`src/hw/gige_tx_macros.svh`:
```
`ifndef GIGE_TX_MACROS_SVH
`define GIGE_TX_MACROS_SVH

// Buffer entries, also the credits the client holds after reset
`define GTX_BUF_DEPTH      8

// Line framing
`define GTX_PREAMBLE_LEN   7
`define GTX_PREAMBLE_BYTE  8'h55
`define GTX_SFD            8'hD5
`define GTX_MIN_PAYLOAD    60      // Bytes before FCS
`define GTX_IFG_LEN        12      // Idle bytes after last FCS byte

// Reflected CRC-32 (IEEE 802.3), result is complemented
`define GTX_CRC_POLY       32'hEDB8_8320
`define GTX_CRC_INIT       32'hFFFF_FFFF

`endif

```
`src/hw/frame_pkg.sv`:
```
`include "gige_tx_macros.svh"

// Client side of the transmit path
package frame_pkg;

   // One byte from the core, last marks the final payload byte
   typedef struct packed
   {
      logic [7:0] data;
      logic       last;
   } frame_beat_t;

   // Big enough to hold a full buffer worth of credits
   typedef logic [$clog2(`GTX_BUF_DEPTH + 1)-1:0] credit_cnt_t;

endpackage

```
`src/hw/gmii_pkg.sv`:
```
// Line side of the transmit path
package gmii_pkg;

   // What goes to the output registers in front of the pins
   typedef struct packed
   {
      logic [7:0] txd;
      logic       tx_en;
      logic       tx_er;
   } gmii_tx_t;

   // Kind of byte slot handed from framer to FCS stage
   typedef enum logic [2:0]
   {
      IDLE     = 3'd0,
      PREAMBLE = 3'd1,
      SFD      = 3'd2,
      DATA     = 3'd3,
      FCS_SLOT = 3'd4,    // Byte filled in by FCS stage
      ABORT    = 3'd5
   } slot_kind_t;

   typedef struct packed
   {
      slot_kind_t kind;
      logic [7:0] data;
   } line_slot_t;

endpackage

```
`src/hw/tx_credit_buffer.sv`:
```
`timescale 1ns/1ns
`include "gige_tx_macros.svh"

module tx_credit_buffer import frame_pkg::*;
(
   input  logic        GMII_GTX_CLK_int,
   input  logic        arst_n_i,
   input  logic        beat_valid_i,
   input  frame_beat_t beat_i,
   input  logic        pop_i,
   output frame_beat_t beat_o,
   output logic        empty_o,
   output logic        credit_o
);

   localparam int PTR_W = $clog2(`GTX_BUF_DEPTH);

   frame_beat_t      mem [`GTX_BUF_DEPTH];
   logic [PTR_W-1:0] wr_ptr_q;
   logic [PTR_W-1:0] rd_ptr_q;
   credit_cnt_t      count_q;
   logic             do_pop;

   // Wraps at the buffer depth, which need not be a power of two
   function automatic logic [PTR_W-1:0] next_ptr(input logic [PTR_W-1:0] ptr);
      if (ptr == PTR_W'(`GTX_BUF_DEPTH - 1))
         return '0;
      else
         return ptr + 1'b1;
   endfunction

   assign empty_o = (count_q == '0);
   assign do_pop  = pop_i && !empty_o;   // Framer never pops empty, guard anyway
   assign beat_o  = mem[rd_ptr_q];       // First word fall through

   // Storage
   always_ff @(posedge GMII_GTX_CLK_int)
   begin
      if (beat_valid_i)
         mem[wr_ptr_q] <= beat_i;
   end

   always_ff @(posedge GMII_GTX_CLK_int or negedge arst_n_i)
   begin
      if (!arst_n_i)
      begin
         wr_ptr_q <= '0;
         rd_ptr_q <= '0;
         count_q  <= '0;
         credit_o <= 1'b0;
      end
      else
      begin
         if (beat_valid_i)
            wr_ptr_q <= next_ptr(wr_ptr_q);
         if (do_pop)
            rd_ptr_q <= next_ptr(rd_ptr_q);

         // Occupancy, no overflow check since credits bound the writes
         case ({beat_valid_i, do_pop})
            2'b10:
            begin
               count_q <= count_q + 1'b1;
            end
            2'b01:
            begin
               count_q <= count_q - 1'b1;
            end
            default:
            begin
               count_q <= count_q;
            end
         endcase

         // One credit back per byte taken
         credit_o <= do_pop;
      end
   end

endmodule

```
`src/hw/tx_framer.sv`:
```
`timescale 1ns/1ns
`include "gige_tx_macros.svh"

module tx_framer import frame_pkg::*, gmii_pkg::*;
(
   input  logic        GMII_GTX_CLK_int,
   input  logic        arst_n_i,
   input  frame_beat_t beat_i,
   input  logic        empty_i,
   output logic        pop_o,
   output line_slot_t  slot_o
);

   typedef enum logic [2:0]
   {
      ST_IDLE,
      ST_PREAMBLE,
      ST_SFD,
      ST_DATA,
      ST_PAD,
      ST_FCS,
      ST_DISCARD
   } state_t;

   localparam int PRE_W = $clog2(`GTX_PREAMBLE_LEN);
   localparam int LEN_W = $clog2(`GTX_MIN_PAYLOAD + 1);
   localparam int GAP_W = $clog2(`GTX_IFG_LEN + 1);

   state_t           state_q;
   state_t           state_d;
   logic [PRE_W-1:0] pre_cnt_q;
   logic [LEN_W-1:0] len_cnt_q;    // Saturates at minimum length
   logic [1:0]       fcs_cnt_q;
   logic [GAP_W-1:0] gap_cnt_q;
   logic             gap_load;
   logic             gap_done;

   assign gap_done = (gap_cnt_q == '0);

   always_comb
   begin
      state_d     = state_q;
      pop_o       = 1'b0;
      gap_load    = 1'b0;
      slot_o.kind = IDLE;
      slot_o.data = 8'h00;
      case (state_q)
         ST_IDLE:
         begin
            if (!empty_i && gap_done)
               state_d = ST_PREAMBLE;
         end
         ST_PREAMBLE:
         begin
            slot_o.kind = PREAMBLE;
            slot_o.data = `GTX_PREAMBLE_BYTE;
            if (pre_cnt_q == PRE_W'(`GTX_PREAMBLE_LEN - 1))
               state_d = ST_SFD;
         end
         ST_SFD:
         begin
            slot_o.kind = SFD;
            slot_o.data = `GTX_SFD;
            state_d     = ST_DATA;
         end
         ST_DATA:
         begin
            if (empty_i)
            begin
               // Underrun, kill the frame on the line
               slot_o.kind = ABORT;
               gap_load    = 1'b1;
               state_d     = ST_DISCARD;
            end
            else
            begin
               slot_o.kind = DATA;
               slot_o.data = beat_i.data;
               pop_o       = 1'b1;
               if (beat_i.last)
                  state_d = (len_cnt_q < LEN_W'(`GTX_MIN_PAYLOAD - 1)) ? ST_PAD : ST_FCS;
            end
         end
         ST_PAD:
         begin
            slot_o.kind = DATA;    // Zero byte
            if (len_cnt_q == LEN_W'(`GTX_MIN_PAYLOAD - 1))
               state_d = ST_FCS;
         end
         ST_FCS:
         begin
            slot_o.kind = FCS_SLOT;
            if (fcs_cnt_q == 2'd3)
            begin
               gap_load = 1'b1;
               state_d  = ST_IDLE;
            end
         end
         ST_DISCARD:
         begin
            // Drop the rest of the aborted frame, credits still flow back
            if (!empty_i)
            begin
               pop_o = 1'b1;
               if (beat_i.last)
                  state_d = ST_IDLE;
            end
         end
         default:
         begin
            state_d = ST_IDLE;
         end
      endcase
   end

   always_ff @(posedge GMII_GTX_CLK_int or negedge arst_n_i)
   begin
      if (!arst_n_i)
      begin
         state_q   <= ST_IDLE;
         pre_cnt_q <= '0;
         len_cnt_q <= '0;
         fcs_cnt_q <= '0;
         gap_cnt_q <= '0;    // Gap already expired
      end
      else
      begin
         state_q <= state_d;

         if (state_q == ST_PREAMBLE)
            pre_cnt_q <= pre_cnt_q + 1'b1;
         else
            pre_cnt_q <= '0;

         if (state_q == ST_SFD)
            len_cnt_q <= '0;
         else if (((state_q == ST_DATA && pop_o) || state_q == ST_PAD) &&
                  len_cnt_q < LEN_W'(`GTX_MIN_PAYLOAD))
            len_cnt_q <= len_cnt_q + 1'b1;

         if (state_q == ST_FCS)
            fcs_cnt_q <= fcs_cnt_q + 1'b1;
         else
            fcs_cnt_q <= '0;

         if (gap_load)
            gap_cnt_q <= GAP_W'(`GTX_IFG_LEN);
         else if (!gap_done)
            gap_cnt_q <= gap_cnt_q - 1'b1;
      end
   end

endmodule

```
`src/hw/tx_fcs_stage.sv`:
```
`timescale 1ns/1ns
`include "gige_tx_macros.svh"

module tx_fcs_stage import gmii_pkg::*;
(
   input  logic       GMII_GTX_CLK_int,
   input  logic       arst_n_i,
   input  line_slot_t slot_i,
   output gmii_tx_t   gmii_o
);

   gmii_tx_t    gmii_q;
   logic [31:0] crc_q;
   logic [31:0] crc_fin;
   logic [1:0]  fcs_sel_q;    // Which FCS byte goes out next
   logic [7:0]  fcs_byte;

   // One byte through the reflected CRC, LSB first
   function automatic logic [31:0] crc_byte(input logic [31:0] crc, input logic [7:0] d);
      logic [31:0] c;
      c = crc ^ {24'h000000, d};
      for (int i = 0; i < 8; i++)
      begin
         if (c[0])
            c = (c >> 1) ^ `GTX_CRC_POLY;
         else
            c = c >> 1;
      end
      return c;
   endfunction

   assign crc_fin  = ~crc_q;
   assign fcs_byte = crc_fin[8*fcs_sel_q +: 8];    // Low byte first
   assign gmii_o   = gmii_q;

   // Running CRC, restarted by every SFD
   always_ff @(posedge GMII_GTX_CLK_int)
   begin
      if (slot_i.kind == SFD)
         crc_q <= `GTX_CRC_INIT;
      else if (slot_i.kind == DATA)
         crc_q <= crc_byte(crc_q, slot_i.data);
   end

   always_ff @(posedge GMII_GTX_CLK_int or negedge arst_n_i)
   begin
      if (!arst_n_i)
      begin
         gmii_q    <= '0;
         fcs_sel_q <= '0;
      end
      else
      begin
         case (slot_i.kind)
            PREAMBLE:
            begin
               gmii_q <= '{txd: slot_i.data, tx_en: 1'b1, tx_er: 1'b0};
            end
            SFD:
            begin
               gmii_q    <= '{txd: slot_i.data, tx_en: 1'b1, tx_er: 1'b0};
               fcs_sel_q <= '0;
            end
            DATA:
            begin
               gmii_q <= '{txd: slot_i.data, tx_en: 1'b1, tx_er: 1'b0};
            end
            FCS_SLOT:
            begin
               gmii_q    <= '{txd: fcs_byte, tx_en: 1'b1, tx_er: 1'b0};
               fcs_sel_q <= fcs_sel_q + 1'b1;
            end
            ABORT:
            begin
               // Error propagation to the PHY
               gmii_q <= '{txd: 8'h00, tx_en: 1'b1, tx_er: 1'b1};
            end
            default:
            begin
               gmii_q <= '0;    // Idle on the line
            end
         endcase
      end
   end

endmodule

```
`src/hw/gige_tx_top.sv`:
```
`timescale 1ns/1ns

module gige_tx_top import frame_pkg::*, gmii_pkg::*;
(
   input  logic        GMII_GTX_CLK_int,
   input  logic        arst_n_i,
   input  logic        beat_valid_i,
   input  frame_beat_t beat_i,
   output logic        credit_o,
   output gmii_tx_t    gmii_o
);

   frame_beat_t buf_beat;
   logic        buf_empty;
   logic        buf_pop;
   line_slot_t  line_slot;    // Framer to FCS stage, one per cycle

   // Byte buffer, credits back to the core
   tx_credit_buffer buffer_i
   (
      .GMII_GTX_CLK_int (GMII_GTX_CLK_int),
      .arst_n_i         (arst_n_i),
      .beat_valid_i     (beat_valid_i),
      .beat_i           (beat_i),
      .pop_i            (buf_pop),
      .beat_o           (buf_beat),
      .empty_o          (buf_empty),
      .credit_o         (credit_o)
   );

   // Preamble, padding, gap and underrun handling
   tx_framer framer_i
   (
      .GMII_GTX_CLK_int (GMII_GTX_CLK_int),
      .arst_n_i         (arst_n_i),
      .beat_i           (buf_beat),
      .empty_i          (buf_empty),
      .pop_o            (buf_pop),
      .slot_o           (line_slot)
   );

   // CRC and registered GMII outputs
   tx_fcs_stage fcs_i
   (
      .GMII_GTX_CLK_int (GMII_GTX_CLK_int),
      .arst_n_i         (arst_n_i),
      .slot_i           (line_slot),
      .gmii_o           (gmii_o)
   );

endmodule

```
`config.mk`:
```
export PLATFORM = sky130hd
export DESIGN_NAME = gige_tx_top
export DESIGN_NICKNAME = d
export VERILOG_FILES = /design/src/hw/frame_pkg.sv /design/src/hw/gmii_pkg.sv /design/src/hw/tx_credit_buffer.sv /design/src/hw/tx_framer.sv /design/src/hw/tx_fcs_stage.sv /design/src/hw/gige_tx_top.sv
export VERILOG_INCLUDE_DIRS = /design/src /design/src/hw
export SDC_FILE = /design/constraint.sdc
export NUM_CORES = 1
export LEC_CHECK = 0
export ABC_AREA = 1
export BUFFER_PORTS_ARGS = -buffer_cell sky130_fd_sc_hd__buf_2
export CORE_MARGIN = 1
export CORE_UTILIZATION = 50
export DETAILED_ROUTE_END_ITERATION = 10
export GPL_TIMING_DRIVEN = 0
export PLACE_DENSITY = 0.66
export SYNTH_ARGS = -nofsm -noshare
export SYNTH_HDL_FRONTEND = slang
export SYNTH_HIERARCHICAL = 1
export SYNTH_SLANG_ARGS = --single-unit
```
`constraint.sdc`:
```
create_clock -name GMII_GTX_CLK_int -period 2.9 [get_ports GMII_GTX_CLK_int]
set_clock_uncertainty 0.1 [all_clocks]
set_input_delay 0.29 -clock GMII_GTX_CLK_int [delete_from_list [all_inputs] [get_ports GMII_GTX_CLK_int]]
set_output_delay 0.29 -clock GMII_GTX_CLK_int [all_outputs]
set_load 0.02 [all_outputs]
```
==> run metrics <==
most frequent cell after synthesis nand2_1; via count about 6500; max frequency 0.3577 GHz; Synth Net Count roughly 1000; Max-slew headroom ~34%; drt via density just over 5; leakage power 4.468 nW; DR iter-0 viols 492; Switching Power approximately 5.2 mW; RSZ-0062 raised after global routing true; FF+latch count, synth between 100 and 150; router iterations before antenna repair 5; Longest Clk Path Bufs 2; clock sink total 145; post-synth design cell area slightly below 0.008 mm²; RD Place Congestion around 0.89; Layout area overhead 17.22%; WP data required ~3.2 ns; final core utilization between 60% and 70%; EDFF count, synth 72; number of inserted diodes 0; PwrDens around 1200 mW/mm²; Final Max Tran Viols 0; CP endpoint kind flop; Yosys top cell by area edfxtp_1; Synth top area share between 20% and 30%; H-tree level count 4; worst-path cell chain buf_8 > buf_4 > nand2_1 > nand2_1 > nand2_1 > nand2_1 > nand2_1 > nand2_1 > nor2_1 > o21ai_0 > inv_1 > inv_2 > nand2_2 > nand2_4 > nand2_2 > nand2_4 > buf_12 > xor2_4 > or2_0 > a21oi_1; Ports 23; Port Buffer Count 22; setup TNS 0 ns; final non-filler cell total 1269; post-route minimum period between 2 and 3 ns; Max stage delay on crit path ~0.46 ns; Area after DPL a little over 0.008 mm²; Int Pwr slightly above 6 mW; Max Cap Viol 0; largest net degree at the start of global routing 42; slowest CP cell dfrtp_2; worst vdd ir about 0.00062 V; CP Class flop to flop; measured slew at the worst slew-check pin 0.9959 ns; DIE AREA approximately 0.016 mm²; Overflow after GRT 0; Antenna Nets Post-Route 0; core area roughly 0.015 mm²; synth unique cells 45; delay-heaviest family, CP simple AND/OR/NAND/NOR gates; vias in the first global route 5865; async set or reset register ratio after synthesis 28.28%; root buf cell clkbuf_16; Std-Cell Rows 45; Final Instance Area just over 0.009 mm²; mux cell area share after synthesis 0%; top_reg_cell synth edfxtp_1; Design Power ~11 mW; clock power share between 15 and 20%; WL/cell about 15 µm; CTS tree done; Adder-Cell Fraction of Synth Area 2.478%; clock latency on the worst-skew pair 0.43 ns; Reg power frac roughly 27%; dpl hpwl around 13000 µm; top post-synthesis cells by area edfxtp_1, nand2_1, dfrtp_1; Ys Warns 6; initial antenna violation count 0; Setup crit start kind flop; Synth top cells by count nand2_1, nor2_1, inv_1; wirelength, routed 19580 µm; Compound-Gate Fraction of Synth Area 8.165%; Tcrit/Tclk final 96.40%; sequential share of the synthesized area approximately half; total track usage about a quarter; simple-gate area share of the yosys netlist between 20% and 30%; chip width about 130 µm; Final Hold Vio Count 0; global-route wire length before repair between 20000 and 30000 µm; Die Y about 130 µm; Worst EP arrival slightly above 3 ns; Placed Cells roughly 1200; xor/xnor share of the synthesized area roughly 5.3%; fin nets between 1000 and 1500; Mapped Cells about 1000; crit path max fanout 10; CTS Buf Count 17; crit-path most repeated cell nand2_1; Gate power share 55.1%; status completed; effective utilization at floorplan ~51%; Remaining DRCs 0; Clock transition at path regs around 0.070 ns; Net Sw Frac between 40 and 50%; Syn Area/Cell 7.996 µm²; # setup viols final 0; Hold/Removal Path Class primary input to flop; WP buf/inv 5; layout cell share with drive strength beyond 1 16.82%; main combinational cell family by area after synthesis simple AND/OR/NAND/NOR gates
==> routing by layer <==
layer  part of all wire [%]  vias up  GRT usage [%]  wire length (µm)
li1                       -     3221              -                 -
met1                     43     2991          30.99              8330
met2                     49      211          41.11              9520
met3                    6.2       47          5.737              1209
met4                    2.7        0          9.104               521
met5                      0        -              0                 0
==> through the flow <==
step	setup slack [ns]	hold WS [ns]
2_1_floorplan	0.5086	-0.1056
3_3_place_gp	-0.2231	0.3258
3_5_place_dp	-0.2481	0.3395
4_1_cts	0.001356	0.02985
5_1_grt	-0.07778	0.04378
6_report	0.1045	0.04259
==> cells in the final DEF, fill, tap and decap left out, types with 8 or more instances in the layout <==
master	instances
nand2_1	278
nand2_4	11
ha_1	14
o21ai_1	8
nor2_1	125
dfxtp_1	32
edfxtp_1	72
a31oi_1	12
inv_2	23
buf_4	19
buf_2	25
nand2_2	25
o21ai_0	52
dfrtp_1	40
nand3_1	38
clkbuf_16	19
inv_1	110
xor2_1	32
a21oi_1	25
==> state kept, by name (all words and copies together), names as in the netlist <==
register,flops
buffer_i/mem,72
fcs_i/crc_q,32
fcs_i/gmii_o,10
framer_i/len_cnt_q,6
buffer_i/count_q,4
framer_i/gap_cnt_q,4
buffer_i/rd_ptr_q,3
buffer_i/wr_ptr_q,3
framer_i/pre_cnt_q,3
framer_i/state_q,3
fcs_i/fcs_sel_q,2
framer_i/fcs_cnt_q,2
buffer_i/credit_o,1
==> cell families (layout without fill, tap and decap cells) <==
logic type	count (synthesis)	count (layout)
DFF	145	145
buffers and inverters	159	232
and+or+nand+nor	505	505
xor gates and xnor gates	46	46
adders and majority gates	15	15
AOI/OAI and AO/OA	115	115
==> worst reg2reg max path: stages (launching register included) <==
cell and delay (ns):
dfrtp_2 0.46, buf_8 0.16, buf_4 0.18, nand2_1 0.08
nand2_1 0.06, nand2_1 0.10, nand2_1 0.07, nand2_1 0.09
nand2_1 0.05, nor2_1 0.11, o21ai_0 0.08, inv_1 0.13
inv_2 0.07, nand2_2 0.09, nand2_4 0.06, nand2_2 0.08
nand2_4 0.07, buf_12 0.14, xor2_4 0.16, or2_0 0.22
a21oi_1 0.14
==> area by class of cell <==
cell class | count | area (µm²)
fill | 1371 | 6082
sequential | 145 | 3830
multi-input combinational | 681 | 3562
inverter | 135 | 506.7
clock buffer | 17 | 425.4
timing repair buffer | 42 | 351.6
tap | 211 | 264.0
buffer | 24 | 187.7
clock inverter | 14 | 105.1
==> worst paths after layout <==
| path | start | endpoint | slack, ns | depth (start not counted) |
|---|---|---|---|---|
| setup / recovery | buffer_i/rd_ptr_q[0]$_DFFE_PN0N_ | fcs_i/crc_q[25]$_SDFFE_PN1P_ | 0.10 | 20 |
| hold / removal | beat_valid_i | buffer_i/wr_ptr_q[1]$_DFFE_PN0P_ | 0.04 | 2 |
| setup reg to reg | buffer_i/rd_ptr_q[0]$_DFFE_PN0N_ | fcs_i/crc_q[25]$_SDFFE_PN1P_ | 0.10 | 20 |
| hold reg to reg | framer_i/fcs_cnt_q[0]$_DFF_PN0_ | framer_i/fcs_cnt_q[0]$_DFF_PN0_ | 0.34 | 1 |
| max in group asynchronous | arst_n_i | buffer_i/rd_ptr_q[0]$_DFFE_PN0N_ | 1.56 | 2 |
| min in group asynchronous | arst_n_i | framer_i/pre_cnt_q[1]$_DFF_PN0_ | 0.46 | 2 |
==> power by group through the flow <==
stage,combinational (mW),clock (mW),sequential [mW]
final,6.19,2.01,3.03
after global routing,6.80,2.12,3.08
after CTS,5.27,2.04,3.01
after detailed placement,5.16,0,3.04
after global placement,5.07,0,3.04
after floorplan,3.93,0,3.01
==> what timing repair did <==
item | in CTS | in global routing
pin swaps | 2 | 9
cloned | 0 | 3
hold buffers | 1 | 0
resized for setup | 7 | 62
setup endpoints to repair | 23 | 31
setup buffers | 1 | 15
hold endpoints to repair | 41 | 0
Note: power is estimated with default switching activity, not from simulation.
